### config.mk
export PLATFORM = sky130hd
export DESIGN_NAME = read_return
export DESIGN_NICKNAME = d
export VERILOG_FILES = /design/src/hw/sram_pkg.sv /design/src/hw/read_return.sv
export VERILOG_INCLUDE_DIRS = /design/src /design/src/hw
export SDC_FILE = /design/constraint.sdc
export NUM_CORES = 1
export LEC_CHECK = 0
export ABC_AREA = 1
export BUFFER_PORTS_ARGS = -buffer_cell sky130_fd_sc_hd__buf_2
export CAP_MARGIN = 20
export CELL_PAD_IN_SITES_DETAIL_PLACEMENT = 1
export CELL_PAD_IN_SITES_GLOBAL_PLACEMENT = 2
export CORE_ASPECT_RATIO = 1.5
export CORE_MARGIN = 2
export CORE_UTILIZATION = 23
export CTS_CLUSTER_SIZE = 12
export DETAILED_ROUTE_END_ITERATION = 6
export GPL_ROUTABILITY_DRIVEN = 0
export PLACE_DENSITY = 0.8
export SYNTH_ARGS = -nofsm -noshare
export SYNTH_HDL_FRONTEND = slang
export SYNTH_SLANG_ARGS = --single-unit
export TNS_END_PERCENT = 1
### constraint.sdc
create_clock -name hclk -period 1.2 [get_ports hclk]
set_input_delay 0.24 -clock hclk [delete_from_list [all_inputs] [get_ports hclk]]
set_output_delay 0.24 -clock hclk [all_outputs]
set_load 0.01 [all_outputs]
### src/hw/sram_defines.svh
// SRAM controller geometry: bus width, byte lanes and memory depth
`ifndef SRAM_DEFINES_SVH
`define SRAM_DEFINES_SVH

// one AHB beat covers a full 16-byte line
`define HDATA_WIDTH 128

// one byte-wide bank per lane
`define LANES 16

// byte address bits kept from haddr
`define MEM_ADDR_WIDTH 12

// bank index drops the byte offset within a line
`define LINE_ADDR_WIDTH (`MEM_ADDR_WIDTH - 4)

// lines in every bank
`define SRAM_LINES (1 << `LINE_ADDR_WIDTH)

`endif
### src/hw/sram_pkg.sv
// SRAM controller types: AHB size codes, transfer request and byte lane decode
`default_nettype none
`include "sram_defines.svh"

package sram_pkg;

  typedef enum logic [2:0] {
    SIZE_BYTE  = 3'b000,
    SIZE_HWORD = 3'b001,
    SIZE_WORD  = 3'b010,
    SIZE_DWORD = 3'b011,
    SIZE_QWORD = 3'b100
  } hsize_e;

  typedef logic [`LANES-1:0] lane_mask_t;
  typedef logic [`HDATA_WIDTH-1:0] hdata_t;

  typedef struct packed {
    logic                       valid;  // accepted NONSEQ or SEQ
    logic                       write;
    hsize_e                     size;
    logic [`MEM_ADDR_WIDTH-1:0] addr;
  } ahb_req_t;

  // lanes are fixed by address, so a narrow transfer sits at its natural offset
  function automatic lane_mask_t lane_mask(input logic [`MEM_ADDR_WIDTH-1:0] addr,
                                           input hsize_e size);
    lane_mask_t mask;
    case (size)
      SIZE_BYTE:  mask = lane_mask_t'(16'h0001) << addr[3:0];
      SIZE_HWORD: mask = lane_mask_t'(16'h0003) << {addr[3:1], 1'b0};
      SIZE_WORD:  mask = lane_mask_t'(16'h000f) << {addr[3:2], 2'b00};
      SIZE_DWORD: mask = lane_mask_t'(16'h00ff) << {addr[3], 3'b000};
      SIZE_QWORD: mask = '1;
      default:    mask = '0;  // wider than the bus, nothing is touched
    endcase
    return mask;
  endfunction

endpackage

`default_nettype wire

### src/hw/read_return.sv
// read data return: forwarded write beat or bank output onto hrdata
`timescale 1ns/1ps
`default_nettype none

module read_return (
  input  wire                     hclk,
  input  wire                     hrst_b,
  input  wire                     bypass,
  input  wire sram_pkg::hdata_t   hwdata,
  input  wire sram_pkg::hdata_t   bank_rdata,
  output sram_pkg::hdata_t        hrdata
);

  sram_pkg::hdata_t byp_data;
  logic             byp_vld;

  // flag covers exactly the data phase of the forwarded read
  always_ff @(posedge hclk or negedge hrst_b)
  begin
    if (!hrst_b)
    begin
      byp_vld <= 1'b0;
    end
    else
    begin
      byp_vld <= bypass;
    end
  end

  always_ff @(posedge hclk)
  begin
    if (bypass)
    begin
      byp_data <= hwdata;  // whole beat, lanes already sit at their address
    end
  end

  assign hrdata = byp_vld ? byp_data : bank_rdata;

endmodule

`default_nettype wire

==> metrics.cfg <==
[placed_design]
dp_hpwl_mm=15.9
placed_cell_area_um2=7980
pre_cts_ws_ns=-0.262
io_buffers=386

[die]
die_w_um=132
ios=387
coreArea_um2=24200
chipHeight_um=196
start_util=0.233
die_area_um2=25800
floorplan.rows=70

[timing]
rsz0062_at_grt=true
fmax_mhz=538
hold_viol=0
fin_crit_sh=1.55
slew_headroom=0.801
worst_pin_slew_ns=0.298
fin_crit_ns=1.86
drv_slew=0
setup_violations=128
fin_ws_ns=-0.658

[clock_tree]
cts_tree=yes
cts_inserted_buffers=17
cts-root-buf=clkbuf_16
cts_buffer_depth=2
path_clk_slew_ns=0.05
htree_levels=4
clkSinkCount=129

[worst_setup_path]
end_kind=primary output
crit_chain=buf_6 > buf_4 > nand2_1 > nand2_1 > buf_6
cp_slowest_cell=dfrtp_4
critPathTopFamily=flip-flops
cp_data_required_time_ns=0.96
cp.buffers_inverters=3
cp_max_fo=17
start_kind=flop
cp_slowest_stage_delay_ns=0.52
arrival_ns=1.62
criticalPathCategory=flop to primary output

[global_route]
track_usage=0.177
grt_pass1_wl_mm=35.0
antenna_found_initial=0
grt.overflow.total=0
grt_max_degree=50
grt_pass1_vias=6522

[power_and_ir_drop]
clock_power_share=0.382
leakage_nw=5.05
pwr_density_cell_nw_per_um2=1240
power_frac_comb=0.189
peakVddDrop_v=0.000870
p_int_mw=9.61
sw_frac_of_total=0.244
p_sw_mw=3.10
power_mw=12.7
pwr-share-seq=0.430

[yosys]
synth-adder-area-share=0
yosysTopAreaCellShare=0.683
synth_top_family_by_area=simple AND/OR/NAND/NOR gates
synthesis.nets=801
synthArstFlopShare=0.00775
yosys_warnings=0
synth_top_cell_by_area=edfxtp_1
yosysSeqAreaShare=0.688
ys_seq_elements=129
syn_inst=542
synth_simple_gate_area_frac=0.256
ys_types=6
synthTopCellsByArea=edfxtp_1 (68%), nand2_1 (26%), buf_6 (5.4%), dfrtp_1 (0.44%), buf_4 (0.13%)
synthFlopType=edfxtp_1
synth.most_common_cell=nand2_1
synth.cell_area_um2=5630
avgSynthCellArea_um2=10.4
synth_edf_count=128
synth_xor_area_frac=0
synth_compound_area_frac=0
synth_common_cells=nand2_1 (384), edfxtp_1 (128), buf_6 (27)
muxShareOfSynthArea=0

[status]
status=complete, but fails checks
violations=negative setup slack

[cells_and_area]
fillerInstances=2834
nNetsFinal=1338
utilization=0.423
stdcell_area_um2=10200
diodes=0
layout-drive-gt1-share=0.429
syn2layout_area_growth_pct=81.8

[route]
vias=5809
drt_iter0_markers=130
ant_nets=0
first_pass_iters=4
drc=0
wl_per_cell_um=16.4
avgViaCountPerCell=4.11
postRouteWirelength_mm=23.3

[job]
maxCapViolCount=0

[hold_path]
worstHoldPathType=primary input to flop

per-stage QoR:
step	instances	setup TNS, ns	hold slack [ns]
2_1_floorplan	542	0	-0.0556
3_3_place_gp	1252	-22.63	0.0188
3_5_place_dp	1252	-24.29	0.0169
4_1_cts	1412	-80.51	0.00523
5_1_grt	1414	-86.21	0.00236
6_report	1414	-74.98	0.0292
cell usage in the layout, fill, tap and decap left out:
cell type        n
dfrtp_4          1
nand2_1        359
clkbuf_16       19
dlygate4sd3_1  127
clkinv_1         4
buf_6           39
bufinv_16        2
clkinv_2         2
nand2_2         25
clkbuf_1         4
edfxtp_1       128
clkinv_8         1
buf_12           9
buf_16           3
clkinvlp_4       1
buf_4           16
buf_2          350
power by group through the flow:
stage          clock [mW]  sequential [mW]  combinational (mW)
2_1_floorplan           0             5.51               0.751
3_3_place_gp            0             5.53                1.77
3_5_place_dp            0             5.55                1.80
4_1_cts              5.01             5.46                2.29
5_1_grt              5.15             5.50                2.61
6_report             4.85             5.46                2.40
worst paths after layout:
path | from | endpoint | cells past startpoint
worst max-delay path | byp_vld$_DFF_PN0_ | hrdata[92] | 5
worst min-delay path | hwdata[46] | byp_data[46]$_DFFE_PP_ | 1
max in group asynchronous | hrst_b | byp_vld$_DFF_PN0_ | 2
min in group asynchronous | hrst_b | byp_vld$_DFF_PN0_ | 2
state kept, by name, indices dropped and copies added, names as in the netlist:
name	count
byp_data	128
byp_vld	1
per-layer routing:
layer  wire (um)  track usage
met3        1470       0.0496
met2       13100        0.346
met4         451       0.0616
met5           0            0
met1        8280        0.178
logic make-up (layout without fill, tap and decap cells):
kind of cell / Yosys count / after routing
and+or+nand+nor: 384 / 384
DFF: 129 / 129
buffers and inverters: 29 / 577
final cells by class:
cell class / instances / area (um2) / area share
flip-flops and latches: 129 / 3870 / 0.379
repair buffers: 546 / 3890 / 0.381
clock buffers: 21 / 440 / 0.0431
clock inverters: 9 / 92.6 / 0.00905
multi-input cells: 384 / 1500 / 0.147
well taps: 324 / 405 / 0.0396
inverters: 1 / 16.3 / 0.00159
repair_timing:
item,4_1_cts,5_1_grt
resized for setup,33,40
gates cloned,2,2
hold buffers,127,0
setup endpoints to repair,128,128
buffers inserted,1,0
endpoints found under the hold margin,127,0
pin swaps,0,1
Note: power is estimated with default switching activity, not from simulation.
