[config.mk]
export PLATFORM = sky130hd
export DESIGN_NAME = raw_hazard
export DESIGN_NICKNAME = d
export VERILOG_FILES = /design/src/hw/sram_pkg.sv /design/src/hw/raw_hazard.sv
export VERILOG_INCLUDE_DIRS = /design/src /design/src/hw
export SDC_FILE = /design/constraint.sdc
export NUM_CORES = 1
export LEC_CHECK = 0
export BUFFER_PORTS_ARGS = -buffer_cell sky130_fd_sc_hd__buf_2
export CORE_MARGIN = 2
export CORE_UTILIZATION = 45
export CTS_CLUSTER_DIAMETER = 80
export CTS_CLUSTER_SIZE = 30
export DETAILED_ROUTE_END_ITERATION = 10
export HOLD_SLACK_MARGIN = 0.1
export PLACE_DENSITY = 0.74
export SLEW_MARGIN = 20
export SYNTH_ARGS = -nofsm -noshare
export SYNTH_HDL_FRONTEND = slang
export SYNTH_SLANG_ARGS = --single-unit
[constraint.sdc]
create_clock -name hclk -period 2.3 [get_ports hclk]
set_clock_uncertainty 0.1 [all_clocks]
set_input_delay 0.115 -clock hclk [delete_from_list [all_inputs] [get_ports hclk]]
set_output_delay 0.115 -clock hclk [all_outputs]
set_load 0.02 [all_outputs]
[src/hw/sram_defines.svh]
// SRAM controller geometry: bus width, byte lanes and memory depth
`ifndef SRAM_DEFINES_SVH
`define SRAM_DEFINES_SVH

// one AHB beat covers a full 16-byte line
`define HDATA_WIDTH 128

// one byte-wide bank per lane
`define LANES 16

// byte address bits kept from haddr
`define MEM_ADDR_WIDTH 12

// bank index drops the byte offset within a line
`define LINE_ADDR_WIDTH (`MEM_ADDR_WIDTH - 4)

// lines in every bank
`define SRAM_LINES (1 << `LINE_ADDR_WIDTH)

`endif
[src/hw/sram_pkg.sv]
// SRAM controller types: AHB size codes, transfer request and byte lane decode
`default_nettype none
`include "sram_defines.svh"

package sram_pkg;

  typedef enum logic [2:0] {
    SIZE_BYTE  = 3'b000,
    SIZE_HWORD = 3'b001,
    SIZE_WORD  = 3'b010,
    SIZE_DWORD = 3'b011,
    SIZE_QWORD = 3'b100
  } hsize_e;

  typedef logic [`LANES-1:0] lane_mask_t;
  typedef logic [`HDATA_WIDTH-1:0] hdata_t;

  typedef struct packed {
    logic                       valid;  // accepted NONSEQ or SEQ
    logic                       write;
    hsize_e                     size;
    logic [`MEM_ADDR_WIDTH-1:0] addr;
  } ahb_req_t;

  // lanes are fixed by address, so a narrow transfer sits at its natural offset
  function automatic lane_mask_t lane_mask(input logic [`MEM_ADDR_WIDTH-1:0] addr,
                                           input hsize_e size);
    lane_mask_t mask;
    case (size)
      SIZE_BYTE:  mask = lane_mask_t'(16'h0001) << addr[3:0];
      SIZE_HWORD: mask = lane_mask_t'(16'h0003) << {addr[3:1], 1'b0};
      SIZE_WORD:  mask = lane_mask_t'(16'h000f) << {addr[3:2], 2'b00};
      SIZE_DWORD: mask = lane_mask_t'(16'h00ff) << {addr[3], 3'b000};
      SIZE_QWORD: mask = '1;
      default:    mask = '0;  // wider than the bus, nothing is touched
    endcase
    return mask;
  endfunction

endpackage

`default_nettype wire

[src/hw/raw_hazard.sv]
// read-after-write check between a read address phase and a write data phase
`timescale 1ns/1ps
`default_nettype none
`include "sram_defines.svh"

module raw_hazard (
  input  wire                      hclk,
  input  wire                      hrst_b,
  input  wire sram_pkg::ahb_req_t  cur_req,
  input  wire sram_pkg::ahb_req_t  wr_req,
  output logic                     hready,
  output logic                     bypass
);

  sram_pkg::lane_mask_t rd_mask;
  sram_pkg::lane_mask_t wr_mask;
  logic                 conflict;
  logic                 same_line;

  // the banks are busy with the write, so the read cannot use them this cycle
  assign conflict = cur_req.valid && !cur_req.write && wr_req.valid;

  assign rd_mask   = sram_pkg::lane_mask(cur_req.addr, cur_req.size);
  assign wr_mask   = sram_pkg::lane_mask(wr_req.addr, wr_req.size);
  assign same_line = cur_req.addr[`MEM_ADDR_WIDTH-1:4] == wr_req.addr[`MEM_ADDR_WIDTH-1:4];

  // every lane the read needs comes from the write beat itself
  assign bypass = conflict && same_line && ((rd_mask & ~wr_mask) == '0);

  // otherwise one wait state lets the read go to the banks after the write lands
  always_ff @(posedge hclk or negedge hrst_b)
  begin
    if (!hrst_b)
    begin
      hready <= 1'b0;
    end
    else
    begin
      hready <= !(conflict && !bypass);
    end
  end

endmodule

`default_nettype wire

==> results.py <==
metrics = {
    "finish": {
        "final_util": 0.620,
        "antennaDiodeCount": 0,
        "top_register": "hready",
        "layout.cells.most_common_list": "34 x buf_2, 14 x a21oi_1, 13 x nor2_1, 13 x nand2_1, 11 x o21ai_0",
        "largest_register_ffs": 1,
        "drive_gt1_frac": 0.274,
        "reg_top3": "hready x1",
        "fin_nets": 213,
        "instances_no_fill": 200,
        "area_delta_synth_final_pct": 28.2,
        "fillers": 193,
        "layout_commonest_cell": "buf_2",
    },
    "hold_path": {
        "hold_depth": 2,
        "hp-start": "cur_req[15]",
        "hp-class": "in -> reg",
        "min_to": "hready$_DFF_PN0_",
    },
    "run_status": {
        "run_status": "finished clean",
    },
    "logic_synthesis": {
        "synth-compound-area-share": 0.328,
        "synth_top_family_by_area": "simple AND/OR/NAND/NOR gates",
        "synth_fa_ha_area_frac": 0,
        "syn-num-nets": 174,
        "synth_xor_area_frac": 0.0821,
        "yosysSeqAreaShare": 0.0293,
        "synth_area_um2": 853,
        "synthArstFlopShare": 1.00,
        "avgSynthCellArea_um2": 6.18,
        "ys_warn_count": 0,
        "synth-simple-area-share": 0.518,
        "synth_enable_flop_cells": 0,
        "synth-main-ff-cell": "dfrtp_1",
        "syn_inst": 138,
        "muxShareOfSynthArea": 0,
        "synthDistinctLibCells": 41,
        "synth-seq-cells": 1,
    },
    "critical_path": {
        "start_kind": "primary input",
        "crit_chain": "buf_4 -> or4b_4 -> and4bb_1 -> nor3_1 -> o32ai_1 -> a2111oi_1 -> and4_4 -> or3_1",
        "cp_data_required_time_ps": 2070,
        "cp.arrival_ps": 2010,
        "path_class": "in -> reg",
        "critical_path_buf_inv_count": 1,
        "crit_path_top_delay_cell": "or4b_4",
        "max_stage_delay_ps": 570,
        "crit_fanout": 8,
        "cp.depth": 8,
        "end_kind": "register",
        "path_delay_family": "simple AND/OR/NAND/NOR gates",
    },
    "power_and_ir_drop": {
        "power_w": 0.000188,
        "irDropWorstVdd_mv": 0.0941,
        "powerDensity_mw_per_mm2": 172,
        "p_leak_nw": 0.426,
    },
    "die": {
        "core_area_mm2": 0.00176,
        "start_util": 0.484,
        "die_height_um": 47.5,
        "chipWidth_um": 47.5,
        "placementRows": 15,
        "io_pins": 38,
        "fp.dieArea_mm2": 0.00226,
    },
    "sta": {
        "worstMarginPinSlew_ps": 509,
        "period_needed_ps": 2250,
        "drv_slew": 0,
        "period_share": 0.976,
        "finalSetupViolations": 0,
        "grt_setup_unrepaired": "yes",
        "hold_viol_final": 0,
        "fmax_mhz": 445,
        "relSlewSlack": 0.660,
        "tns_ps": 0,
    },
    "placed_design": {
        "dpl.hpwl_um": 2130,
        "dp_cells": 199,
        "globalplace.congestion": 0.924,
        "port_buffers": 36,
    },
    "route": {
        "routed_via_density": 6.00,
        "vias": 1199,
        "drt-initial-drc-count": 55,
        "wl_per_cell_um": 12.9,
        "antenna_left": 0,
        "remaining_drc_errors": 0,
        "finalWirelength_um": 2580,
        "drt-pass1-iter-count": 4,
    },
    "global_routing": {
        "grt_pass1_wl_um": 4040,
        "grt_pass1_vias": 997,
        "gr-usage-all-layers": 0.236,
        "grt_overflow": 0,
        "grt_max_degree": 15,
        "antenna_found_initial": 0,
    },
    "clock_network": {
        "clkTransAtPathRegs_ps": 0,
    },
    "job": {
        "max_cap_violations": 0,
    },
}
## worst max-delay path by stage
| stage | from | endpoint | slack (ps) |
|---|---|---|---|
| final | cur_req[14] | hready$_DFF_PN0_ | 50 |
| after global routing | cur_req[14] | hready$_DFF_PN0_ | -30 |
| after CTS | cur_req[14] | hready$_DFF_PN0_ | 50 |
| after detailed placement | cur_req[14] | hready$_DFF_PN0_ | 60 |
| after global placement | cur_req[14] | hready$_DFF_PN0_ | 90 |
| after floorplan | cur_req[13] | hready$_DFF_PN0_ | 160 |
## logic make-up after synthesis
family	after synthesis
AO/OA/AOI/OAI	44
flip-flops	1
AND/OR/NAND/NOR	78
XOR/XNOR	8
buffers and inverters	7
## power breakdown
group	internal, W	leakage [nW]	switching [W]
Combinational	0.0000763	0.417	0.0000928
Clock	0	0	0
Sequential	0.0000186	0.00953	0.000000113
Total	0.0000949	0.426	0.0000929
## final cells by class
type | count | area (µm²) | share of cell area
multi-input combinational | 130 | 793 | 0.725
sequential | 1 | 25.0 | 0.0229
inverter | 1 | 3.75 | 0.00343
tap | 25 | 31.3 | 0.0286
timing repair buffer | 43 | 240 | 0.220
## through the flow
step / cell area, µm² / setup slack (ps) / hold WS, ps
after global routing: 1090 / -29.0 / 243
after CTS: 1090 / 53.1 / 235
after detailed placement: 1080 / 64.2 / -209
after global placement: 1080 / 89.1 / -210
after floorplan: 853 / 160 / -281
final: 1090 / 54.9 / 232
## cells in the mapped netlist, types with 3 or more instances
library cell / count / area share
nor2b_1: 5 / 0.037
xnor2_1: 4 / 0.041
a21oi_1: 14 / 0.082
clkbuf_1: 3 / 0.013
o211ai_1: 3 / 0.026
and2_1: 3 / 0.022
nand3_1: 8 / 0.047
nor4_1: 6 / 0.044
xor2_1: 4 / 0.041
a221oi_1: 5 / 0.051
nor3_1: 7 / 0.041
o21ai_0: 11 / 0.065
a211oi_1: 3 / 0.026
nor2_1: 13 / 0.057
nand2_1: 13 / 0.057
nand2b_1: 6 / 0.044
## routing by layer
metal  global-route usage  vias up  share of wire
met5                    0        -              0
met4                    0        0              0
met3                    0        0          0.077
met2                0.449       60           0.49
met1                0.318      533           0.44
li1                     -      606              -
## repair_timing
action	CTS	global route
endpoints found under the hold margin	1	0
hold buffers	1	0
setup endpoints to repair	0	2
setup buffers	0	0
gates resized for setup	0	4
Power figures use the tool's default switching activity.
