--- config.mk ---
export PLATFORM = sky130hd
export DESIGN_NAME = ahb_addr_stage
export DESIGN_NICKNAME = d
export VERILOG_FILES = /design/src/hw/sram_pkg.sv /design/src/hw/ahb_addr_stage.sv
export VERILOG_INCLUDE_DIRS = /design/src /design/src/hw
export SDC_FILE = /design/constraint.sdc
export NUM_CORES = 1
export LEC_CHECK = 0
export ABC_AREA = 1
export BUFFER_PORTS_ARGS = -buffer_cell sky130_fd_sc_hd__buf_2
export CAP_MARGIN = 15
export CORE_AREA = 2 2 131 133
export DETAILED_ROUTE_END_ITERATION = 12
export DIE_AREA = 0 0 133 135
export GPL_TIMING_DRIVEN = 0
export PLACE_DENSITY = 0.53
export SLEW_MARGIN = 30
export SYNTH_ARGS = -nofsm -noshare
export SYNTH_HDL_FRONTEND = slang
export SYNTH_SLANG_ARGS = --single-unit
--- constraint.sdc ---
create_clock -name hclk -period 2.2 [get_ports hclk]
set_clock_uncertainty 0.2 [all_clocks]
set_input_delay 0.66 -clock hclk [delete_from_list [all_inputs] [get_ports hclk]]
set_output_delay 0.66 -clock hclk [all_outputs]
set_load 0.05 [all_outputs]
--- src/hw/sram_defines.svh ---
// SRAM controller geometry: bus width, byte lanes and memory depth
`ifndef SRAM_DEFINES_SVH
`define SRAM_DEFINES_SVH

// one AHB beat covers a full 16-byte line
`define HDATA_WIDTH 128

// one byte-wide bank per lane
`define LANES 16

// byte address bits kept from haddr
`define MEM_ADDR_WIDTH 12

// bank index drops the byte offset within a line
`define LINE_ADDR_WIDTH (`MEM_ADDR_WIDTH - 4)

// lines in every bank
`define SRAM_LINES (1 << `LINE_ADDR_WIDTH)

`endif
--- src/hw/sram_pkg.sv ---
// SRAM controller types: AHB size codes, transfer request and byte lane decode
`default_nettype none
`include "sram_defines.svh"

package sram_pkg;

  typedef enum logic [2:0] {
    SIZE_BYTE  = 3'b000,
    SIZE_HWORD = 3'b001,
    SIZE_WORD  = 3'b010,
    SIZE_DWORD = 3'b011,
    SIZE_QWORD = 3'b100
  } hsize_e;

  typedef logic [`LANES-1:0] lane_mask_t;
  typedef logic [`HDATA_WIDTH-1:0] hdata_t;

  typedef struct packed {
    logic                       valid;  // accepted NONSEQ or SEQ
    logic                       write;
    hsize_e                     size;
    logic [`MEM_ADDR_WIDTH-1:0] addr;
  } ahb_req_t;

  // lanes are fixed by address, so a narrow transfer sits at its natural offset
  function automatic lane_mask_t lane_mask(input logic [`MEM_ADDR_WIDTH-1:0] addr,
                                           input hsize_e size);
    lane_mask_t mask;
    case (size)
      SIZE_BYTE:  mask = lane_mask_t'(16'h0001) << addr[3:0];
      SIZE_HWORD: mask = lane_mask_t'(16'h0003) << {addr[3:1], 1'b0};
      SIZE_WORD:  mask = lane_mask_t'(16'h000f) << {addr[3:2], 2'b00};
      SIZE_DWORD: mask = lane_mask_t'(16'h00ff) << {addr[3], 3'b000};
      SIZE_QWORD: mask = '1;
      default:    mask = '0;  // wider than the bus, nothing is touched
    endcase
    return mask;
  endfunction

endpackage

`default_nettype wire

--- src/hw/ahb_addr_stage.sv ---
// AHB-Lite address phase decode with the data-phase register and the bank control
`timescale 1ns/1ps
`default_nettype none
`include "sram_defines.svh"

module ahb_addr_stage (
  input  wire                              hclk,
  input  wire                              hrst_b,
  input  wire                              hsel,
  input  wire [1:0]                        htrans,
  input  wire                              hwrite,
  input  wire sram_pkg::hsize_e            hsize,
  input  wire [`MEM_ADDR_WIDTH-1:0]        haddr,
  input  wire sram_pkg::hdata_t            hwdata,
  input  wire                              hready,
  output sram_pkg::ahb_req_t               cur_req,
  output sram_pkg::ahb_req_t               wr_req,
  output logic [`LINE_ADDR_WIDTH-1:0]      bank_index,
  output sram_pkg::lane_mask_t             bank_wen,
  output sram_pkg::hdata_t                 bank_wdata
);

  sram_pkg::ahb_req_t dp_req;  // transfer now in its data phase
  logic               accept;

  assign accept = hsel && hready && htrans[1];  // htrans[1] set for NONSEQ and SEQ

  always_comb
  begin
    cur_req.valid = accept;
    cur_req.write = hwrite;
    cur_req.size  = hsize;
    cur_req.addr  = haddr;
  end

  // advances on every completed cycle and holds through a wait state,
  // so a stalled read keeps its address here
  always_ff @(posedge hclk or negedge hrst_b)
  begin
    if (!hrst_b)
    begin
      dp_req <= '0;
    end
    else if (hready)
    begin
      dp_req <= cur_req;  // an idle cycle loads an invalid request
    end
  end

  always_comb
  begin
    wr_req       = dp_req;
    wr_req.valid = dp_req.valid && dp_req.write;
  end

  // lane enables line up with the write data in the data phase
  always_ff @(posedge hclk or negedge hrst_b)
  begin
    if (!hrst_b)
    begin
      bank_wen <= '0;
    end
    else if (accept && hwrite)
    begin
      bank_wen <= sram_pkg::lane_mask(haddr, hsize);
    end
    else
    begin
      bank_wen <= '0;
    end
  end

  // a write in its data phase and a stalled read both sit in the data-phase register
  always_comb
  begin
    if (wr_req.valid || !hready)
      bank_index = dp_req.addr[`MEM_ADDR_WIDTH-1:4];
    else
      bank_index = haddr[`MEM_ADDR_WIDTH-1:4];
  end

  assign bank_wdata = hwdata;

endmodule

`default_nettype wire

==> results of run 1 <==
==> stage by stage <==
stage / setup TNS, ns / utilization, %
CTS: -0.07830 / 28.67
finish: 0 / 28.70
floorplan: -0.05230 / -
detailed placement: -0.7648 / 26.86
global placement: -0.7749 / 26.86
global route: -0.2216 / 28.70
==> layer usage <==
metal	share of wire, %	vias up
met2	52	147
met1	38	1297
met3	9.1	8
met4	0.96	2
li1	-	1472
met5	0.14	-
==> how the worst min path moves through the flow <==
stage               slack (ns)           to  cells after the start
floorplan                 0.16  bank_wen[0]                      0
global placement          0.30   wr_req[12]                      1
detailed placement        0.30   wr_req[12]                      1
CTS                       0.29   wr_req[10]                      1
global route              0.34   wr_req[11]                      1
finish                    0.27   wr_req[10]                      1
==> cell families after synthesis <==
kind of cell | synth area share [%]
AND/OR/NAND/NOR | 20.68
multiplexers | 0.3775
flip-flops | 27.68
buffers and inverters | 47.23
AO/OA/AOI/OAI | 4.027
==> final cells by class <==
class / instances / area [sq um] / area share, %
Buffer: 170 / 1292 / 27.44
Clock buffer: 6 / 128.9 / 2.736
Clock inverter: 2 / 10.01 / 0.2125
Inverter: 37 / 141.4 / 3.002
Multi-Input combinational cell: 157 / 917.1 / 19.47
Sequential cell: 33 / 825.8 / 17.53
Tap cell: 220 / 275.3 / 5.845
Timing Repair Buffer: 206 / 1119 / 23.75
==> sequential cells by signal (all words and copies together) (netlist names) <==
name and cells:
bank_wen 16, wr_req 16, dp_req 1
==> cell usage in the layout (no fill, tap or decap), types with 2 or more instances in the layout <==
cell       netlist  final
clkbuf_16        0      5
nor2_1          43     35
a21oi_4          0      8
nor2_2           2      2
nand2_2          2      3
o21ai_0          9      9
nand3_1         22     22
a21oi_1         15      7
buf_6            2     12
inv_2            5      5
nand3_2          2      2
clkinv_2         0      2
buf_2            2    196
inv_1           31     31
buf_12           0      2
nor2_8           2      2
clkbuf_1         3      4
buf_4          163    162
nand2_1         53     51
dfrtp_1         33     33
nor2_4           3     11
==> critical path: cells and delay by family, from the launching register on <==
family                 cells  cell delay [ns]
DFF                        1             0.38
buffers and inverters      2             0.32
and+or+nand+nor            2             0.22
AOI/OAI and AO/OA          1             0.12
==> where the power goes <==
| group | internal (W) | switching (W) | total, W | leakage, nW |
|---|---|---|---|---|
| Clock | 0.000415 | 0.000256 | 0.000671 | 0.0706 |
| Combinational | 0.000441 | 0.000963 | 0.00140 | 2.30 |
| Sequential | 0.000639 | 0.0000158 | 0.000655 | 0.423 |
==> what timing repair did <==
item                                    CTS  global route
cloned                                    1             0
endpoints found under the setup margin    8             8
setup buffers                             3             0
hold buffers                              0             0
gates resized for setup                  33             1
pin swaps                                 4             2
==> results.txt, run 1 <==
----------------------------------------------------
[STA]
  Endpoints failing setup ... 0
  Final-report max-slew violation count ... 0
  Unrepaired setup endpoints after global routing ... true
  Slew of the pin with the lowest slew margin ... between 0.8 and 0.9 ns
  Minimum clock period after layout ... approximately 2.2 ns
  Max-Slew Margin vs Limit ... 46.66%
  Worst setup slack after layout ... just under 0.01 ns
  Fmax ... 456.5 MHz
  Worst-case hold slack ... between 0.2 and 0.3 ns
  Hold violation total from the final report ... 0
  Final cycle utilization of the critical path ... approximately 100%

[Place]
  Placed Instance Area ... 4407 sq um
  Routability Congestion ... 0.7868
  Post-detailed-placement half-perimeter wirelength ... ~10000 um
  Worst-case setup slack after placement ... -0.1314 ns
  Placed Cells ... 819
  Count of buffers inserted at the top-level ports ... approximately 200

[Critical path]
  Critical path launch point type ... flip-flop
  Critical R2R Launch ... wr_req[15]
  Endpoint class of the critical path ... output pin
  Reg2reg path depth ... 3
  Max incr delay on CP ... 0.38 ns
  Ordered list of cells on the worst path ... nand2_2 -> nand2_8 -> buf_12 -> a21oi_4 -> buf_6
  Capture point of the worst path ... bank_index[4]
  Destination of the worst register-to-register timing path ... wr_req[15]
  Arrival time of the worst setup path ... approximately 1.3 ns
  Required time worst endpoint ... between 1 and 1.5 ns
  CP max stage cell ... dfrtp_1
  Beginning of the critical path ... dp_req[16]
  Peak fanout along the critical path ... 5
  Worst-case register-to-register setup slack ... around 1.2 ns
  Category of the most critical setup path ... reg -> out

[Synthesis]
  Share of synthesized flip-flops with an asynchronous set or reset ... between 90% and 100%
  Post-synth EDFFs ... 0
  Biggest area contributors in the synthesized netlist ... buf_4 41%, dfrtp_1 28%, nand2_1 6.7%
  Most frequently used flop master after synthesis ... dfrtp_1
  Post-synthesis instance total ... between 300 and 400
  Top cell type by total area after synthesis ... buf_4
  Library cells used by synthesis ... 22
  Cell with the most instances after synthesis ... buf_4
  Count of state elements after synthesis ... 33
  Yosys synthesis warning count ... 0
  Synthesized cell area ... 2983 sq um
  Mean Syn Cell Area ... 7.514 sq um
  Share of the synthesized area in the top cell type ... approximately two fifths
  Syn nets ... ~550
  Post-synthesis sequential area ratio ... approximately 28%
  Synth cell count leaders ... 163 x buf_4, 53 x nand2_1, 43 x nor2_1, 33 x dfrtp_1, 31 x inv_1

[Worst hold path]
  Type of the worst min-delay path ... in -> async

[Die]
  Placeable core area ... 16410 sq um
  Vertical extent of the die ... about 140 um
  DIE AREA ... around 18000 sq um
  Row count ... 47
  Die width ... around 130 um
  Number of top-level pins ... around 340
  Initial cell density of the core ... 18.18%

[Global routing]
  M2 GR Usage ... a little over a fifth
  Routing usage on met1 ... between 10% and 20%
  Maximum number of pins on one net before global-route repair ... 34
  Vias in the first global route ... approximately 2900
  GRT Residual Overflow ... 0
  Global-route usage over all layers ... between 10% and 20%
  Initial antenna violation count ... 1
  Met3 usage in global routing ... about 4.2%
  Grt peak-use layer ... met2
  Wire length of the first global-routing pass ... about 17000 um

[Clock tree]
  CTS tree ... done
  Count of H-tree levels built during CTS ... 2
  TritonCTS Buffers ... 5
  Worst-Skew Late Latency ... between 0.2 and 0.3 ns
  Clk sink count ... 33
  CTS Buffer Depth ... 2
  Clock Pin Slew Worst Setup and Hold Paths ... around 0.050 ns
  Root Driver ... clkbuf_16

[Route]
  Post-detailed-route via-to-cell ratio ... approximately 3.5
  Drt pass-1 iters ... 4
  Final Routed Wirelength ... 11710 um
  Routed length per instance ... about 14 um
  Antenna violation net count after detailed routing ... 0
  Number of DRC markers after the initial detailed-route iteration ... 96
  Remaining routing DRC violations ... 0
  Via count ... 2926

[Power and ir drop]
  Worst supply voltage drop on vdd ... about 260 uV
  Overall power consumption ... between 0.002 and 0.003 W
  Lkg Pwr ... 2.790 nW
  Power per cell area ... 579.6 nW/um^2

[Final layout]
  Layout overhead on the synthesized area ... 57.89%
  Final std cells w/o fill ... 831
  Filler cells ... around 1800
  Total inserted antenna cells ... 0
  Fraction of final layout cells sized beyond drive strength 1 ... approximately 68%
  Area of all placed cells without fillers ... around 4700 sq um
  Nets ... 760

[Outcome]
  Run status ... complete, no violations

[Run]
  Number of max-capacitance violations reported ... 0

----------------------------------------------------
(Power assumes the default switching activity.)
==> inputs of run 2 (changes only) <==
--- a/config.mk
+++ b/config.mk
@@ -13,7 +13,7 @@
 export DETAILED_ROUTE_END_ITERATION = 12
 export DIE_AREA = 0 0 133 135
 export GPL_TIMING_DRIVEN = 0
-export PLACE_DENSITY = 0.53
+export PLACE_DENSITY = 0.55
 export SLEW_MARGIN = 30
 export SYNTH_ARGS = -nofsm -noshare
 export SYNTH_HDL_FRONTEND = slang
==> constraint.sdc (replaced) <==
create_clock -name hclk -period 2 [get_ports hclk]
set_clock_uncertainty 0.2 [all_clocks]
set_input_delay 0.6 -clock hclk [delete_from_list [all_inputs] [get_ports hclk]]
set_output_delay 0.6 -clock hclk [all_outputs]
set_load 0.05 [all_outputs]
==> run 2 against run 1 <==
Compared with the run above:
- the flow now finishes with violations (setup timing)
- die area is the same
- first-iteration DRC count shrank 43%
- global-route usage shrank 0.43 points
- cell area is essentially flat
- register-to-register slack lost 0.18 ns
- routed wire length shrank 3.8%
- non-clock buffer count shrank 1
- sequential share of layout area is essentially flat
- worst hold slack lost 0.069 ns
- clock-buffer cell count grew 1
==> results.txt, run 2 (same netlist as run 1, synthesis figures left out) <==
----------------------------------------------------
[Global routing]
  Global-route usage over all layers ... 11.80% (was 12.23%)
  Maximum number of pins on one net before global-route repair ... 34 (unchanged)
  Wire length of the first global-routing pass ... 16190 um (was 16640 um)
  Vias in the first global route ... 2801 (was 2876)
  Initial antenna violation count ... 0 (was 1)
  GRT Residual Overflow ... 0 (unchanged)

[Place]
  Routability Congestion ... 0.8080 (was 0.7868)
  Placed Instance Area ... 4415 sq um (was 4407 sq um)
  Post-detailed-placement half-perimeter wirelength ... 9786 um (was 10150 um)
  Count of buffers inserted at the top-level ports ... 202 (unchanged)
  Worst-case setup slack after placement ... -0.1982 ns (was -0.1314 ns)

[Critical path]
  Reg2reg path depth ... 3 (unchanged)
  Critical path launch point type ... flip-flop (unchanged)
  Peak fanout along the critical path ... 5 (unchanged)
  Arrival time of the worst setup path ... 1.33 ns (about the same)
  Destination of the worst register-to-register timing path ... wr_req[15] (unchanged)
  Endpoint class of the critical path ... output pin (unchanged)
  Max incr delay on CP ... 0.39 ns (was 0.38 ns)
  Category of the most critical setup path ... reg -> out (unchanged)
  Critical R2R Launch ... wr_req[15] (unchanged)
  CP max stage cell ... dfrtp_1 (unchanged)
  Worst-case register-to-register setup slack ... 1.00 ns (was 1.18 ns)
  Required time worst endpoint ... 1.20 ns (was 1.34 ns)
  Ordered list of cells on the worst path ... nand2_2 -> nand2_8 -> buf_16 -> a21oi_4 -> buf_6 (was nand2_2 -> nand2_8 -> buf_12 -> a21oi_4 -> buf_6)

[Clock tree]
  CTS Buffer Depth ... 2 (unchanged)
  Clk sink count ... 33 (unchanged)
  Total of hold buffers inserted after clock tree synthesis ... 0 (unchanged)
  Count of H-tree levels built during CTS ... 2 (unchanged)
  TritonCTS Buffers ... 5 (unchanged)
  CTS tree ... done (unchanged)
  Clock Pin Slew Worst Setup and Hold Paths ... 0.05 ns (about the same)
  Worst-Skew Late Latency ... 0.27 ns (was 0.28 ns)
  Root Driver ... clkbuf_16 (unchanged)

[Route]
  Routed length per instance ... 13.57 um (was 14.10 um)
  Via count ... 2897 (was 2926)
  Final Routed Wirelength ... 11270 um (was 11710 um)
  Drt pass-1 iters ... 4 (unchanged)
  Number of DRC markers after the initial detailed-route iteration ... 55 (was 96)
  Remaining routing DRC violations ... 0 (unchanged)
  Post-detailed-route via-to-cell ratio ... 3.490 (was 3.521)
  Antenna violation net count after detailed routing ... 0 (unchanged)

[Power and ir drop]
  Worst supply voltage drop on vdd ... 282.6 uV (was 264.9 uV)
  Power per cell area ... 647.8 nW/um^2 (was 579.6 nW/um^2)
  Lkg Pwr ... 2.794 nW (was 2.790 nW)

[Die]
  Number of top-level pins ... 336 (unchanged)
  Placeable core area ... 16410 sq um (unchanged)
  Row count ... 47 (unchanged)
  Die width ... 133 um (unchanged)
  DIE AREA ... 17960 sq um (unchanged)
  Vertical extent of the die ... 135 um (unchanged)
  Initial cell density of the core ... 18.18% (unchanged)

[STA]
  Worst setup slack after layout ... -0.1296 ns (was 0.009614 ns)
  Fmax ... between 400 and 500 MHz
  Final cycle utilization of the critical path ... 106.5%
  Aggregate negative setup slack ... -0.9990 ns (was 0 ns)
  Hold violation total from the final report ... 0 (unchanged)
  Unrepaired setup endpoints after global routing ... true (unchanged)
  Worst-case hold slack ... 0.2002 ns (was 0.2694 ns)
  Slew of the pin with the lowest slew margin ... 0.7721 ns (was 0.8002 ns)
  Max-Slew Margin vs Limit ... 48.52% (was 46.66%)
  Final-report max-slew violation count ... 0 (unchanged)
  Minimum clock period after layout ... 2.130 ns
  Endpoints failing setup ... 8 (was 0)

[Final layout]
  Commonest cells after routing, fill and taps aside ... 193 x buf_2, 163 x buf_4, 51 x nand2_1 (was 196 x buf_2, 162 x buf_4, 51 x nand2_1)
  Most frequent standard cell in the layout excluding fill and tap cells ... buf_2 (unchanged)
  Fraction of final layout cells sized beyond drive strength 1 ... 68.20% (was 68.41%)
  Nets ... 759 (was 760)
  Total inserted antenna cells ... 0 (unchanged)
  Area of all placed cells without fillers ... 4713 sq um (was 4710 sq um)
  Layout overhead on the synthesized area ... 58.01% (was 57.89%)

[Run]
  Number of max-capacitance violations reported ... 0 (unchanged)

[Outcome]
  Violated checks ... setup timing
  Run status ... finished with violations (was complete, no violations)

[Worst hold path]
  Type of the worst min-delay path ... in -> async (unchanged)

----------------------------------------------------
-- run 2: cell count changes in the layout (fill, tap and decap cells not counted) --
cell / before / now
clkbuf_1: 4 / 3
buf_8: 0 / 1
buf_4: 162 / 163
buf_6: 12 / 10
clkbuf_4: 0 / 2
nor2_4: 11 / 9
clkinv_2: 2 / 1
buf_2: 196 / 193
clkbuf_8: 0 / 2
nor2_1: 35 / 37
-- run 2: how the worst max path moves through the flow --
stage,end,cells after the start,from
floorplan,bank_index[5],5,hready
detailed placement,bank_index[6],6,hready
CTS,bank_index[0],5,wr_req[15]
finish,bank_index[0],5,wr_req[15]
global route,bank_index[0],5,dp_req[16]
global placement,bank_index[6],6,hready
-- run 2: cell type report --
cell class / instances / area, sq um
Fill cell: 1805 / 11690
Inverter: 37 / 141.4
Sequential cell: 33 / 825.8
Timing Repair Buffer: 205 / 1119
Clock buffer: 7 / 152.6
Clock inverter: 1 / 5.005
Tap cell: 220 / 275.3
Buffer: 170 / 1292
Multi-Input combinational cell: 157 / 902.1
-- run 2: stage by stage --
step	power (W)	utilization, %	std cells
after floorplan	0.001938	-	397
after global placement	0.002212	26.91	819
after detailed placement	0.002216	26.91	819
after CTS	0.003101	28.67	830
after global routing	0.003189	28.73	830
final	0.003053	28.73	830
-- run 2: what timing repair did --
item                       CTS  global route
setup endpoints to repair    9            10
setup buffers                2             0
gates resized for setup     28             3
gates cloned                 1             0
pin swaps                    4             1
-- run 2: report_power, final --
part,internal [W],switching [W]
clock,0.000526,0.000274
sequential,0.000703,0.0000166
combinational,0.000484,0.00105
total,0.00171,0.00134
-- run 2: per-layer routing --
| metal | routed length [um] | global-route usage, % | vias to the layer above |
|---|---|---|---|
| met3 | 915 | 3.041 | 8 |
| met4 | 151 | 3.644 | 0 |
| met2 | 5865 | 21.10 | 150 |
| met5 | 0 | 0 | - |
| met1 | 4333 | 13.85 | 1271 |
| li1 | - | - | 1468 |
-- run 2: worst max-delay path, delay by kind of cell (launching register included) --
| family | cells | cell delay, ns |
|---|---|---|
| compound gates | 1 | 0.12 |
| buf+inv | 2 | 0.33 |
| flops | 1 | 0.39 |
| simple gates | 2 | 0.21 |
==> inputs of run 3 (changes only) <==
--- a/config.mk
+++ b/config.mk
@@ -13,7 +13,7 @@
 export DETAILED_ROUTE_END_ITERATION = 12
 export DIE_AREA = 0 0 133 135
 export GPL_TIMING_DRIVEN = 0
-export PLACE_DENSITY = 0.55
+export PLACE_DENSITY = 0.53
 export SLEW_MARGIN = 30
 export SYNTH_ARGS = -nofsm -noshare
 export SYNTH_HDL_FRONTEND = slang
==> constraint.sdc (replaced) <==
create_clock -name hclk -period 2.4 [get_ports hclk]
set_clock_uncertainty 0.2 [all_clocks]
set_input_delay 0.72 -clock hclk [delete_from_list [all_inputs] [get_ports hclk]]
set_output_delay 0.72 -clock hclk [all_outputs]
set_load 0.05 [all_outputs]
==> run 3 against run 2 <==
Compared with the run above:
- the run now ends clean
- via count is 1.3% higher
- sequential power is 17% lower
- flip-flop and latch count stayed put
- clock-buffer cell count stayed put
- first-iteration DRC count is 20% higher
- final cell count is 0.24% lower
- utilization is 0.59 points lower
- register-to-register slack better by 0.46 ns
- total power is 18% lower
- cell area is 2.0% lower
- critical endpoint is now bank_index[5]
- highest routed layer unchanged
==> results.txt, run 3 (same netlist as run 1, synthesis figures left out) <==
----------------------------------------------------
[Die]
  Vertical extent of the die ... 135 um (unchanged)
  DIE AREA ... 17960 sq um (unchanged)
  Number of top-level pins ... 336 (unchanged)
  Placeable core area ... 16410 sq um (unchanged)
  Die width ... 133 um (unchanged)
  Row count ... 47 (unchanged)
  Initial cell density of the core ... 18.18% (unchanged)

[STA]
  Final-report max-slew violation count ... 0 (unchanged)
  Slew of the pin with the lowest slew margin ... 0.7839 ns (was 0.7721 ns)
  Hold violation total from the final report ... 0 (unchanged)
  Fmax ... 425.1 MHz
  Max-Slew Margin vs Limit ... 47.74% (was 48.52%)
  Aggregate negative setup slack ... 0 ns (was -0.9990 ns)
  Endpoints failing setup ... 0 (was 8)
  Unrepaired setup endpoints after global routing ... false (was true)
  Minimum clock period after layout ... about 2.4 ns
  Final cycle utilization of the critical path ... 98.01%

[Global routing]
  Maximum number of pins on one net before global-route repair ... 34 (unchanged)
  Initial antenna violation count ... 0 (unchanged)
  Global-route usage over all layers ... 11.45% (was 11.80%)
  Vias in the first global route ... 2902 (was 2801)
  Wire length of the first global-routing pass ... 15820 um (was 16190 um)
  GRT Residual Overflow ... 0 (unchanged)

[Power and ir drop]
  Cell Int Power ... 0.001408 W (was 0.001713 W)
  Clock power share ... 26.5% (was 26.2%)
  Lkg Pwr ... 2.767 nW (was 2.794 nW)
  Power per cell area ... 545.3 nW/um^2 (was 647.8 nW/um^2)
  Share of power burned in combinational logic ... 49.6% (was 50.2%)
  Sequential fraction of design power ... 23.8% (was 23.6%)
  Switching power total ... 0.001110 W (was 0.001340 W)
  Overall power consumption ... 0.002518 W (was 0.003053 W)
  Worst supply voltage drop on vdd ... 244.3 uV (was 282.6 uV)
  Net switching fraction of the power ... 44.07% (was 43.90%)

[Route]
  Routed length per instance ... 13.36 um (was 13.57 um)
  Drt pass-1 iters ... 5 (was 4)
  Antenna violation net count after detailed routing ... 0 (unchanged)
  Post-detailed-route via-to-cell ratio ... 3.546 (was 3.490)
  Final Routed Wirelength ... 11060 um (was 11270 um)
  Remaining routing DRC violations ... 0 (unchanged)
  Number of DRC markers after the initial detailed-route iteration ... 66 (was 55)
  Via count ... 2936 (was 2897)

[Critical path]
  Destination of the worst register-to-register timing path ... wr_req[12] (was wr_req[15])
  Max incr delay on CP ... 0.21 ns (was 0.39 ns)
  Critical path launch point type ... input port (was flip-flop)
  Worst-case register-to-register setup slack ... 1.46 ns (was 1.00 ns)
  Ordered list of cells on the worst path ... buf_8 -> nand2_8 -> buf_12 -> nor2_4 -> a21oi_4 -> buf_4 (was nand2_2 -> nand2_8 -> buf_16 -> a21oi_4 -> buf_6)
  Arrival time of the worst setup path ... 1.43 ns (was 1.33 ns)
  Endpoint class of the critical path ... output pin (unchanged)
  Peak fanout along the critical path ... 8 (was 5)
  Critical R2R Launch ... wr_req[12] (was wr_req[15])
  Required time worst endpoint ... 1.48 ns (was 1.20 ns)
  CP max stage cell ... buf_4 (was dfrtp_1)
  Reg2reg path depth ... 1 (was 3)
  Category of the most critical setup path ... in -> out (was reg -> out)

[Clock tree]
  Total of hold buffers inserted after clock tree synthesis ... 0 (unchanged)
  CTS tree ... done (unchanged)
  Clock Pin Slew Worst Setup and Hold Paths ... 0.05 ns (about the same)
  CTS Buffer Depth ... 2 (unchanged)
  Count of H-tree levels built during CTS ... 2 (unchanged)
  TritonCTS Buffers ... 5 (unchanged)
  Root Driver ... clkbuf_16 (unchanged)
  Worst-Skew Late Latency ... 0.28 ns (was 0.27 ns)
  Clk sink count ... 33 (unchanged)

[Outcome]
  Run status ... complete, no violations (was finished with violations)

[Run]
  Number of max-capacitance violations reported ... 0 (unchanged)

[Worst hold path]
  Worst-case hold path end point ... wr_req[12]
  Type of the worst min-delay path ... reg -> reg (was in -> async)
  Cell depth of the worst min-delay path ... 1
  Start point of the worst hold path ... wr_req[12]

[Final layout]
  Layout overhead on the synthesized area ... 54.78% (was 58.01%)
  Nets ... 757 (was 759)
  Total inserted antenna cells ... 0 (unchanged)
  Area of all placed cells without fillers ... 4617 sq um (was 4713 sq um)
  Most frequent standard cell in the layout excluding fill and tap cells ... buf_2 (unchanged)
  Reg area ... 825.8 sq um (unchanged)
  Fraction of the core area covered by cells at the end of the flow ... 28.14% (was 28.73%)
  Fraction of final layout cells sized beyond drive strength 1 ... 67.43% (was 68.20%)
  Commonest cells after routing, fill and taps aside ... 196 x buf_2, 168 x buf_4, 51 x nand2_1 (was 193 x buf_2, 163 x buf_4, 51 x nand2_1)
  Filler cells ... 1808 (was 1805)
  Multi-input logic area ... 867.1 sq um (was 902.1 sq um)

[Place]
  Post-detailed-placement half-perimeter wirelength ... 9596 um (was 9786 um)
  Placed Instance Area ... 4384 sq um (was 4415 sq um)
  Routability Congestion ... 0.8083 (was 0.8080)
  Count of buffers inserted at the top-level ports ... 202 (unchanged)

----------------------------------------------------
-- run 3: cell types whose count changed in the layout (fill, tap and decap cells not counted), sizes merged --
cell,delta
clkbuf,-2
-- run 3: area by class of cell --
| cell class | instances | share of cell area (%) |
|---|---|---|
| Sequential cell | 33 | 17.89 |
| Buffer | 170 | 27.89 |
| Inverter | 37 | 3.062 |
| Timing Repair Buffer | 203 | 23.01 |
| Clock inverter | 1 | 0.1084 |
| Tap cell | 220 | 5.962 |
| Clock buffer | 7 | 3.306 |
| Multi-Input combinational cell | 157 | 18.78 |
-- run 3: metrics by stage --
step                hold slack [ns]  instances  worst slack, ns
floorplan                    0.2244        397        -0.005444
global placement             0.2988        819          -0.1235
detailed placement           0.3001        819          -0.1212
CTS                          0.3159        828          0.01251
global route                 0.3383        828         0.008915
finish                       0.3101        828          0.04768
-- run 3: worst max-delay path, delay by kind of cell --
kind	cells	cell delay [ns]
buffers and inverters	3	0.47
AND/OR/NAND/NOR	2	0.14
AO/OA/AOI/OAI	1	0.10
-- run 3: how the worst max path moves through the flow --
stage	slack (ns)	startpoint	cells after the start	endpoint
after floorplan	-0.005	hready	5	bank_index[5]
after CTS	0.01	hready	5	bank_index[3]
after global routing	0.009	wr_req[15]	5	bank_index[5]
final	0.05	hready	6	bank_index[5]
after detailed placement	-0.12	hready	6	bank_index[5]
after global placement	-0.12	hready	6	bank_index[5]
-- run 3: metal layers --
metal | wire length, um | part of all wire [%] | GRT usage (%) | vias to the layer above
met4 | 76 | 0.69 | 2.031 | 0
met1 | 4349 | 39 | 12.98 | 1310
met5 | 0 | 0 | 0 | -
li1 | - | - | - | 1463
met2 | 5741 | 52 | 21.47 | 157
met3 | 890 | 8.0 | 3.341 | 6
-- run 3: repair_timing --
action                     in CTS  in global routing
buffers inserted                0                  0
resized for setup              12                  5
cloned                          1                  0
setup endpoints to repair       8                  3
-- run 3: power by group through the flow --
stage          clock network, W  logic, W  registers, W
2_1_floorplan                 0  0.000992      0.000617
3_3_place_gp                  0   0.00123      0.000609
3_5_place_dp                  0   0.00123      0.000609
4_1_cts                0.000695   0.00126      0.000600
5_1_grt                0.000714   0.00131      0.000604
6_report               0.000668   0.00125      0.000600
